## src/core_pkg.sv

```systemverilog
`default_nettype none

package core_pkg;

    // Architecture data width, fixed by RV32I
    localparam int XLEN = 32;

    ////////////////////////////////////////////////////////////
    // Major opcodes handled by the pipeline
    ////////////////////////////////////////////////////////////

    localparam logic [6:0] OPC_OP     = 7'b0110011;
    localparam logic [6:0] OPC_OP_IMM = 7'b0010011;
    localparam logic [6:0] OPC_LUI    = 7'b0110111;

    ////////////////////////////////////////////////////////////
    // ALU operations
    ////////////////////////////////////////////////////////////

    // PASS_B forwards operand B untouched, used by LUI
    typedef enum logic [3:0] {
        ALU_ADD,
        ALU_SUB,
        ALU_SLL,
        ALU_SLT,
        ALU_SLTU,
        ALU_XOR,
        ALU_SRL,
        ALU_SRA,
        ALU_OR,
        ALU_AND,
        ALU_PASS_B
    } alu_op_e;

    ////////////////////////////////////////////////////////////
    // Instruction word views
    ////////////////////////////////////////////////////////////

    // R-type layout
    typedef struct packed {
        logic [6:0] funct7;
        logic [4:0] rs2;
        logic [4:0] rs1;
        logic [2:0] funct3;
        logic [4:0] rd;
        logic [6:0] opcode;
    } r_fields_t;

    // I-type layout, imm12 overlays funct7 and rs2
    typedef struct packed {
        logic [11:0] imm12;
        logic [4:0]  rs1;
        logic [2:0]  funct3;
        logic [4:0]  rd;
        logic [6:0]  opcode;
    } i_fields_t;

    // Same 32-bit word seen either way
    typedef union packed {
        r_fields_t r;
        i_fields_t i;
    } instr_u;

endpackage

`default_nettype wire
```

## src/int_core.sv

```systemverilog
`timescale 1ns/1ps
`default_nettype none

module int_core #(
    parameter int NUM_REGS = 32
) (
    input  logic                      clk,
    input  logic                      rst_n,
    input  logic                      instr_valid,
    output logic                      instr_ready,
    input  logic [31:0]               instr,
    output logic                      result_valid,
    input  logic                      result_ready,
    output logic [4:0]                result_rd,
    output logic [core_pkg::XLEN-1:0] result_data
);

    localparam int AW = $clog2(NUM_REGS);

    logic                      stall;

    // Decode to execute
    logic                      dec_valid;
    core_pkg::alu_op_e         dec_op;
    logic [AW-1:0]             dec_rs1;
    logic [AW-1:0]             dec_rs2;
    logic                      dec_use_imm;
    logic [core_pkg::XLEN-1:0] dec_imm;
    logic [AW-1:0]             dec_rd;

    // Execute to result
    logic                      ex_valid;
    logic [AW-1:0]             ex_rd;
    logic [core_pkg::XLEN-1:0] ex_data;

    // Register file ports and bypass
    logic [AW-1:0]             rd_addr_a;
    logic [AW-1:0]             rd_addr_b;
    logic [core_pkg::XLEN-1:0] rd_data_a;
    logic [core_pkg::XLEN-1:0] rd_data_b;
    logic                      fwd_valid;
    logic [AW-1:0]             fwd_rd;
    logic [core_pkg::XLEN-1:0] fwd_data;
    logic                      wr_en;
    logic [AW-1:0]             wr_addr;
    logic [core_pkg::XLEN-1:0] wr_data;

    // Single pipeline-wide stall
    assign stall = result_valid && !result_ready;

    int_decode #(.NUM_REGS(NUM_REGS)) int_decode_i (
        .clk(clk), .rst_n(rst_n), .stall(stall),
        .instr_valid(instr_valid), .instr(instr), .instr_ready(instr_ready),
        .dec_valid(dec_valid), .dec_op(dec_op), .dec_rs1(dec_rs1), .dec_rs2(dec_rs2),
        .dec_use_imm(dec_use_imm), .dec_imm(dec_imm), .dec_rd(dec_rd)
    );

    int_execute #(.NUM_REGS(NUM_REGS)) int_execute_i (
        .clk(clk), .rst_n(rst_n), .stall(stall),
        .dec_valid(dec_valid), .dec_op(dec_op), .dec_rs1(dec_rs1), .dec_rs2(dec_rs2),
        .dec_use_imm(dec_use_imm), .dec_imm(dec_imm), .dec_rd(dec_rd),
        .rd_addr_a(rd_addr_a), .rd_addr_b(rd_addr_b),
        .rd_data_a(rd_data_a), .rd_data_b(rd_data_b),
        .fwd_valid(fwd_valid), .fwd_rd(fwd_rd), .fwd_data(fwd_data),
        .ex_valid(ex_valid), .ex_rd(ex_rd), .ex_data(ex_data)
    );

    int_result #(.NUM_REGS(NUM_REGS)) int_result_i (
        .clk(clk), .rst_n(rst_n), .stall(stall),
        .ex_valid(ex_valid), .ex_rd(ex_rd), .ex_data(ex_data),
        .result_ready(result_ready), .result_valid(result_valid),
        .result_rd(result_rd), .result_data(result_data),
        .fwd_valid(fwd_valid), .fwd_rd(fwd_rd), .fwd_data(fwd_data),
        .wr_en(wr_en), .wr_addr(wr_addr), .wr_data(wr_data)
    );

    reg_file #(.NUM_REGS(NUM_REGS)) reg_file_i (
        .clk(clk), .rst_n(rst_n),
        .wr_en(wr_en), .wr_addr(wr_addr), .wr_data(wr_data),
        .rd_addr_a(rd_addr_a), .rd_addr_b(rd_addr_b),
        .rd_data_a(rd_data_a), .rd_data_b(rd_data_b)
    );

endmodule

`default_nettype wire

```

## src/int_result.sv

```systemverilog
`timescale 1ns/1ps
`default_nettype none

module int_result #(
    parameter int NUM_REGS = 32
) (
    input  logic                        clk,
    input  logic                        rst_n,
    input  logic                        stall,
    input  logic                        ex_valid,
    input  logic [$clog2(NUM_REGS)-1:0] ex_rd,
    input  logic [core_pkg::XLEN-1:0]   ex_data,
    input  logic                        result_ready,
    output logic                        result_valid,
    output logic [4:0]                  result_rd,
    output logic [core_pkg::XLEN-1:0]   result_data,
    output logic                        fwd_valid,
    output logic [$clog2(NUM_REGS)-1:0] fwd_rd,
    output logic [core_pkg::XLEN-1:0]   fwd_data,
    output logic                        wr_en,
    output logic [$clog2(NUM_REGS)-1:0] wr_addr,
    output logic [core_pkg::XLEN-1:0]   wr_data
);

    // Result port shows the execute register directly
    assign result_valid = ex_valid;
    assign result_rd    = 5'(ex_rd);
    assign result_data  = ex_data;

    // Bypass source for execute
    assign fwd_valid = ex_valid;
    assign fwd_rd    = ex_rd;
    assign fwd_data  = ex_data;

    // Write back only when the result leaves, never to x0
    assign wr_en   = ex_valid && result_ready && (ex_rd != '0);
    assign wr_addr = ex_rd;
    assign wr_data = ex_data;

    // Stall must freeze the execute register behind this port
    a_hold_on_stall: assert property (@(posedge clk) disable iff (!rst_n)
        stall |=> $stable(result_valid) && $stable(result_rd) && $stable(result_data));

endmodule

`default_nettype wire

```

## src/int_execute.sv

```systemverilog
`timescale 1ns/1ps
`default_nettype none

module int_execute #(
    parameter int NUM_REGS = 32
) (
    input  logic                        clk,
    input  logic                        rst_n,
    input  logic                        stall,
    input  logic                        dec_valid,
    input  core_pkg::alu_op_e           dec_op,
    input  logic [$clog2(NUM_REGS)-1:0] dec_rs1,
    input  logic [$clog2(NUM_REGS)-1:0] dec_rs2,
    input  logic                        dec_use_imm,
    input  logic [core_pkg::XLEN-1:0]   dec_imm,
    input  logic [$clog2(NUM_REGS)-1:0] dec_rd,
    output logic [$clog2(NUM_REGS)-1:0] rd_addr_a,
    output logic [$clog2(NUM_REGS)-1:0] rd_addr_b,
    input  logic [core_pkg::XLEN-1:0]   rd_data_a,
    input  logic [core_pkg::XLEN-1:0]   rd_data_b,
    input  logic                        fwd_valid,
    input  logic [$clog2(NUM_REGS)-1:0] fwd_rd,
    input  logic [core_pkg::XLEN-1:0]   fwd_data,
    output logic                        ex_valid,
    output logic [$clog2(NUM_REGS)-1:0] ex_rd,
    output logic [core_pkg::XLEN-1:0]   ex_data
);

    logic                      fwd_hit_a;
    logic                      fwd_hit_b;
    logic [core_pkg::XLEN-1:0] src_a;
    logic [core_pkg::XLEN-1:0] src_b;
    logic [core_pkg::XLEN-1:0] opnd_b;
    logic [4:0]                shamt;
    logic [core_pkg::XLEN-1:0] alu_res;

    assign rd_addr_a = dec_rs1;
    assign rd_addr_b = dec_rs2;

    ////////////////////////////////////////////////////////////
    // Operand select
    ////////////////////////////////////////////////////////////

    // Result stage has not written back yet, so bypass it
    assign fwd_hit_a = fwd_valid && (fwd_rd != '0) && (fwd_rd == dec_rs1);
    assign fwd_hit_b = fwd_valid && (fwd_rd != '0) && (fwd_rd == dec_rs2);

    assign src_a  = fwd_hit_a ? fwd_data : rd_data_a;
    assign src_b  = fwd_hit_b ? fwd_data : rd_data_b;
    assign opnd_b = dec_use_imm ? dec_imm : src_b;
    assign shamt  = opnd_b[4:0];

    ////////////////////////////////////////////////////////////
    // ALU
    ////////////////////////////////////////////////////////////

    always_comb begin
        case (dec_op)
            core_pkg::ALU_ADD:  alu_res = src_a + opnd_b;
            core_pkg::ALU_SUB:  alu_res = src_a - opnd_b;
            core_pkg::ALU_SLL:  alu_res = src_a << shamt;
            core_pkg::ALU_SLT:  alu_res = {31'b0, $signed(src_a) < $signed(opnd_b)};
            core_pkg::ALU_SLTU: alu_res = {31'b0, src_a < opnd_b};
            core_pkg::ALU_XOR:  alu_res = src_a ^ opnd_b;
            core_pkg::ALU_SRL:  alu_res = src_a >> shamt;
            core_pkg::ALU_SRA:  alu_res = $unsigned($signed(src_a) >>> shamt);
            core_pkg::ALU_OR:   alu_res = src_a | opnd_b;
            core_pkg::ALU_AND:  alu_res = src_a & opnd_b;
            default:            alu_res = opnd_b;
        endcase
    end

    // Output register, also serves as the result stage
    always_ff @(posedge clk or negedge rst_n) begin
        if (!rst_n) begin
            ex_valid <= 1'b0;
        end else if (!stall) begin
            ex_valid <= dec_valid;
        end
    end

    always_ff @(posedge clk) begin
        if (!stall) begin
            ex_rd   <= dec_rd;
            ex_data <= alu_res;
        end
    end

    a_idle_after_reset: assert property (@(posedge clk)
        $rose(rst_n) |=> !ex_valid);

endmodule

`default_nettype wire

```

## src/int_decode.sv

```systemverilog
`timescale 1ns/1ps
`default_nettype none

module int_decode #(
    parameter int NUM_REGS = 32
) (
    input  logic                        clk,
    input  logic                        rst_n,
    input  logic                        stall,
    input  logic                        instr_valid,
    input  logic [31:0]                 instr,
    output logic                        instr_ready,
    output logic                        dec_valid,
    output core_pkg::alu_op_e           dec_op,
    output logic [$clog2(NUM_REGS)-1:0] dec_rs1,
    output logic [$clog2(NUM_REGS)-1:0] dec_rs2,
    output logic                        dec_use_imm,
    output logic [core_pkg::XLEN-1:0]   dec_imm,
    output logic [$clog2(NUM_REGS)-1:0] dec_rd
);

    localparam int AW = $clog2(NUM_REGS);

    logic                            word_valid;
    core_pkg::instr_u                word_q;
    logic                            known;
    logic                            alt;
    core_pkg::alu_op_e               op;
    logic                            use_imm;
    logic [core_pkg::XLEN-1:0]       imm;
    logic [4:0]                      rs1;
    logic [4:0]                      rs2;

    // RV32E has fewer architectural registers
    function automatic logic reg_ok(input logic [4:0] r);
        return (r < NUM_REGS);
    endfunction

    function automatic core_pkg::alu_op_e alu_sel(input logic [2:0] f3, input logic sub_sra);
        case (f3)
            3'b000:  return sub_sra ? core_pkg::ALU_SUB : core_pkg::ALU_ADD;
            3'b001:  return core_pkg::ALU_SLL;
            3'b010:  return core_pkg::ALU_SLT;
            3'b011:  return core_pkg::ALU_SLTU;
            3'b100:  return core_pkg::ALU_XOR;
            3'b101:  return sub_sra ? core_pkg::ALU_SRA : core_pkg::ALU_SRL;
            3'b110:  return core_pkg::ALU_OR;
            default: return core_pkg::ALU_AND;
        endcase
    endfunction

    assign instr_ready = !stall;

    ////////////////////////////////////////////////////////////
    // Field decode of the held word
    ////////////////////////////////////////////////////////////

    always_comb begin
        alt     = (word_q.r.funct7 == 7'b0100000);
        known   = 1'b0;
        op      = alu_sel(word_q.r.funct3, 1'b0);
        use_imm = 1'b1;
        imm     = {{20{word_q.i.imm12[11]}}, word_q.i.imm12};
        rs1     = word_q.i.rs1;
        rs2     = '0;
        case (word_q.r.opcode)
            core_pkg::OPC_OP: begin
                use_imm = 1'b0;
                rs2     = word_q.r.rs2;
                op      = alu_sel(word_q.r.funct3, alt);
                // Only ADD/SUB and SRL/SRA have an alternate funct7
                known   = (word_q.r.funct7 == 7'b0) ||
                          (alt && (word_q.r.funct3 == 3'b000 || word_q.r.funct3 == 3'b101));
                known   = known && reg_ok(rs1) && reg_ok(rs2) && reg_ok(word_q.r.rd);
            end
            core_pkg::OPC_OP_IMM: begin
                op = alu_sel(word_q.i.funct3, alt && word_q.i.funct3 == 3'b101);
                case (word_q.i.funct3)
                    3'b001:  known = (word_q.r.funct7 == 7'b0);
                    3'b101:  known = (word_q.r.funct7 == 7'b0) || alt;
                    default: known = 1'b1;
                endcase
                known = known && reg_ok(rs1) && reg_ok(word_q.i.rd);
            end
            core_pkg::OPC_LUI: begin
                op    = core_pkg::ALU_PASS_B;
                rs1   = '0;
                imm   = {word_q.i.imm12, word_q.i.rs1, word_q.i.funct3, 12'b0};
                known = reg_ok(word_q.i.rd);
            end
            default: known = 1'b0;
        endcase
    end

    ////////////////////////////////////////////////////////////
    // Word register and decoded-operation register
    ////////////////////////////////////////////////////////////

    always_ff @(posedge clk or negedge rst_n) begin
        if (!rst_n) begin
            word_valid <= 1'b0;
            dec_valid  <= 1'b0;
            dec_op     <= core_pkg::ALU_ADD;
        end else if (!stall) begin
            word_valid <= instr_valid;
            // Unsupported words just vanish here
            dec_valid  <= word_valid && known;
            dec_op     <= op;
        end
    end

    always_ff @(posedge clk) begin
        if (!stall) begin
            word_q      <= instr;
            dec_rs1     <= rs1[AW-1:0];
            dec_rs2     <= rs2[AW-1:0];
            dec_use_imm <= use_imm;
            dec_imm     <= imm;
            dec_rd      <= word_q.r.rd[AW-1:0];
        end
    end

    a_op_hold: assert property (@(posedge clk) disable iff (!rst_n)
        stall |=> $stable(dec_op));

endmodule

`default_nettype wire

```

## src/reg_file.sv

```systemverilog
`timescale 1ns/1ps
`default_nettype none

module reg_file #(
    parameter int NUM_REGS = 32
) (
    input  logic                        clk,
    input  logic                        rst_n,
    input  logic                        wr_en,
    input  logic [$clog2(NUM_REGS)-1:0] wr_addr,
    input  logic [31:0]                 wr_data,
    input  logic [$clog2(NUM_REGS)-1:0] rd_addr_a,
    input  logic [$clog2(NUM_REGS)-1:0] rd_addr_b,
    output logic [31:0]                 rd_data_a,
    output logic [31:0]                 rd_data_b
);

    logic [31:0] regs [NUM_REGS];

    // Synchronous write port
    always_ff @(posedge clk or negedge rst_n) begin
        if (!rst_n) begin
            for (int i = 0; i < NUM_REGS; i++) begin
                regs[i] <= '0;
            end
        end else if (wr_en) begin
            regs[wr_addr] <= wr_data;
        end
    end

    // Combinational reads, x0 hardwired to zero
    assign rd_data_a = (rd_addr_a == '0) ? '0 : regs[rd_addr_a];
    assign rd_data_b = (rd_addr_b == '0) ? '0 : regs[rd_addr_b];

    // Writeback logic must already filter rd 0
    a_no_x0_write: assert property (@(posedge clk) disable iff (!rst_n)
        !(wr_en && wr_addr == '0));

endmodule

`default_nettype wire

```

## config.mk

```make
export PLATFORM = sky130hd
export DESIGN_NAME = int_core
export DESIGN_NICKNAME = d
export VERILOG_FILES = /design/src/core_pkg.sv /design/src/int_core.sv /design/src/int_result.sv /design/src/int_execute.sv /design/src/int_decode.sv /design/src/reg_file.sv
export SDC_FILE = /design/constraint.sdc
export NUM_CORES = 2
export LEC_CHECK = 0
export BUFFER_PORTS_ARGS = -buffer_cell sky130_fd_sc_hd__buf_2
export CORE_ASPECT_RATIO = 1.5
export CORE_MARGIN = 8
export CORE_UTILIZATION = 30
export DETAILED_ROUTE_END_ITERATION = 8
export GPL_TIMING_DRIVEN = 0
export PLACE_DENSITY_LB_ADDON = 0.1
export SYNTH_ARGS = -nofsm -noshare
export SYNTH_HDL_FRONTEND = slang
export SYNTH_SLANG_ARGS = --single-unit
```

## constraint.sdc

```tcl
create_clock -name clk -period 11.3 [get_ports clk]
set_input_delay 0 -clock clk [delete_from_list [all_inputs] [get_ports clk]]
set_output_delay 0 -clock clk [all_outputs]
set_load 0.005 [all_outputs]
```

==> impl_metrics.tcl <==
set metrics [dict create \
    status "finished with violations" \
    violations "max-capacitance violations, max-slew violations, negative setup slack" \
    fmax_mhz 87.1 \
    startpoint_type "flop" \
    synth_seq_cells 1148 \
    dieWidth_microns 406 \
    whs_endpoint "int_decode_i.dec_rd[2]" \
    yosysTopAreaCellShare_pct 37.7 \
    r2r-start "int_decode_i.dec_rs2[1]" \
    cts_tree "yes" \
    final_nets 5628 \
    place.gp.congestion 1.04 \
    final_cell_mix "1067 x mux2_2, 1031 x dfrtp_1, 468 x mux4_2" \
    cts_setup_buffers 0 \
    min_path_cells 0 \
    slew_headroom_pct -14.2 \
    routed-wl-met2_mm 199 \
    rsz0062_at_grt "no" \
    core-area_sq_mm 0.227 \
    synth.distinct_cells 107 \
    leakage_uw 0.0343 \
    clock_latency_ns 0.80 \
    grt_pass1_vias 55036 \
    rr_worst_depth 24 \
    drive_gt1_share_pct 38.6 \
    post_drt_wl_per_cell_microns 47.9 \
    worstPathArrival_ns 12.01 \
    setup_violations 4 \
    synthArstFlopShare_pct 89.8 \
    avgSynthCellArea_sq_um 13.2 \
    cts_buffer_depth 3 \
    hp-start "int_decode_i.word_q[9]" \
    grt_max_degree 151 \
    cts_root_buffer "clkbuf_16" \
    cp.required_ns 11.83 \
    r2r_setup_slack_ns -0.18 \
    reg2reg_to "int_execute_i.ex_data[0]" \
    peakVddDrop_mv 0.134 \
    placed_cells 8318 \
    ys.flop_type "dfrtp_1" \
    grt_usage_pct 33.4 \
    final_antenna_net_count 0 \
    cp_max_fo 10 \
    min_path_type "flop to flop" \
    ys_seq_area_share_pct 42.8 \
    synth_fp_nets 5325 \
    worst_slack_ns -0.182 \
    power.density_mw_per_mm2 140 \
    crit_type "flop to flop" \
    hpwl_mm 299 \
    finalHoldViolCount 0 \
    drc 0 \
    grt_overflow 0 \
    antenna_found_initial 42 \
    slew_violations 76 \
    clock_sinks 1148 \
    met1_length_mm 138 \
    num_vias 54170 \
    initial_core_util_pct 30.2 \
    maxUsedRoutingLayer "met5" \
    clk_pin_slew_ns 0.07 \
    post_cts_resize_count 0 \
    port_buffers 74 \
    via_per_inst 6.25 \
    synthTopCellsByArea "dfrtp_1 38%, mux2_2 18%, mux4_2 15%" \
    ctsHoldBuffers 71 \
    die_h_microns 601 \
    rows 214 \
    dr.pass1.iters 5 \
    cts_max_level 3 \
    wl_met3_mm 29.0 \
    syn_area_sq_mm 0.0684 \
    tightestPinTransition_ns 1.67 \
    fin_hold_ws_ns 0.420 \
    synthCells 5190 \
    yosysWarnings 0 \
    yosysTopAreaCell "dfrtp_1" \
    clock_skew_ns 0.0437 \
    fin_crit_sh_pct 102 \
    drt_wl_total_mm 415 \
    min_period_ns 11.48 \
    layout_commonest_cell "mux2_2" \
    num_io_pins 75 \
    drt_iter0_drc 5941 \
    grt_pass1_wl_mm 546 \
    max_cap_viol_count 15 \
    final_cells 8665 \
    synth-edff-count 117 \
    worstSetupEndpointType "flop" \
    fp.dieArea_sq_mm 0.244 \
    syn2layout_area_growth_pct 14.9 \
    numCtsBuffers 121 \
]
## logic make-up (layout without fill, tap and decap cells)
| family | count (synthesis) | after routing | share of synthesized area [%] |
|---|---|---|---|
| AOI/OAI and AO/OA | 839 | 839 | 8.91 |
| adders and majority gates | 99 | 99 | 1.83 |
| muxes | 1811 | 1811 | 37.4 |
| and+or+nand+nor | 636 | 636 | 4.41 |
| buffers and inverters | 629 | 1037 | 4.25 |
| other | 0 | 43 | 0 |
| xor gates and xnor gates | 28 | 28 | 0.358 |
| DFF | 1148 | 1148 | 42.8 |
## final cells by class
type	instances	area, sq um
inverter	99	372
clock buffer	171	3520
tap	3024	3780
timing repair buffer	180	1800
sequential	1148	29300
fill	22525	148000
antenna	43	108
multi-input combinational	3413	36300
buffer	530	2660
clock inverter	57	753
## registers in the layout, indices dropped and copies added, names as in the netlist
name                      count
reg_file_i.regs            1024
int_decode_i.dec_op           4
int_decode_i.dec_rd           5
int_execute_i.ex_valid        1
int_decode_i.dec_use_imm      1
int_execute_i.ex_data        32
int_decode_i.dec_rs1          5
int_decode_i.dec_valid        1
int_decode_i.dec_rs2          5
int_decode_i.word_valid       1
int_decode_i.word_q          32
int_decode_i.dec_imm         32
int_execute_i.ex_rd           5
## cell usage after synthesis, drive strengths merged (9+ instances only)
master	number
a21oi	142
inv	97
a2111oi	9
nor2	164
nand2b	13
o21ai	134
mux4	483
a221o	42
ha	97
and3	11
a21o	55
o21bai	15
a32oi	20
clkbuf	314
a31oi	22
a211o	13
a22o	12
o22ai	25
o2111ai	11
a32o	22
nand2	208
o221ai	45
o211ai	45
o31ai	12
nand4	37
a221oi	22
nor4	9
xnor2	21
or3	17
edfxtp	117
and2	10
nor2b	36
buf	207
dfrtp	1031
o21a	10
mux2i	260
a22oi	64
o22a	33
nor3	62
a211oi	26
nand3	35
mux2	1068
## where the power goes
part	total, uW	switching [uW]	internal, uW
Sequential	4570	275	4300
Combinational	2000	1460	539
Clock	4460	1960	2500
Total	11000	3700	7330
## through the flow
stage                     total power [uW]  util, %  instance area [sq um]  setup TNS, ns  setup WS (ns)
final                                11000     34.7                  78600         -0.420         -0.182
after global placement                6510     32.0                  72600              -         -14.45
after floorplan                       5390        -                  68400              0           4.97
after CTS                            11000     34.6                  78400              0          0.287
after global routing                 11300     34.6                  78500              0         0.0731
after detailed placement              6520     32.3                  73400              0          0.296
## layer usage
metal / track usage [%] / vias to the layer above
li1: - / 20723
met1: 34.1 / 28847
met2: 54.4 / 3112
met3: 9.05 / 1468
met4: 32.7 / 20
met5: 0.0394 / -
## critical path, cell delays in order (launching register included)
cell and delay, ns:
edfxtp_1 0.32, buf_2 0.36, buf_2 0.44, buf_2 0.41, clkbuf_1 0.71, clkbuf_1 0.75, clkbuf_1 1.06, mux4_2 0.43
mux4_2 0.51, mux2i_1 0.70, o211ai_1 0.17, o21ai_0 0.52, inv_1 0.23, ha_1 0.50, inv_1 0.21, a21oi_1 0.09
o31a_1 0.25, a41oi_1 0.70, a21oi_1 0.46, a221oi_1 0.99, a31oi_1 0.34, o31ai_1 0.41, nand2_1 0.11, nand2_1 0.34
nand3_1 0.12
## worst max path at each step
stage,startpoint,end,slack [ns],cells after the start
after floorplan,int_decode_i.dec_rs2[0],int_execute_i.ex_data[31],4.97,23
after global placement,rst_n,int_decode_i.dec_op[2],-14.45,1
after detailed placement,int_decode_i.dec_rs2[1],int_execute_i.ex_data[0],0.30,24
after CTS,int_decode_i.dec_rs2[1],int_execute_i.ex_data[0],0.29,24
after global routing,int_decode_i.dec_rs2[1],int_execute_i.ex_data[0],0.07,22
final,int_decode_i.dec_rs2[1],int_execute_i.ex_data[0],-0.18,24
Note: power is estimated with default switching activity, not from simulation.
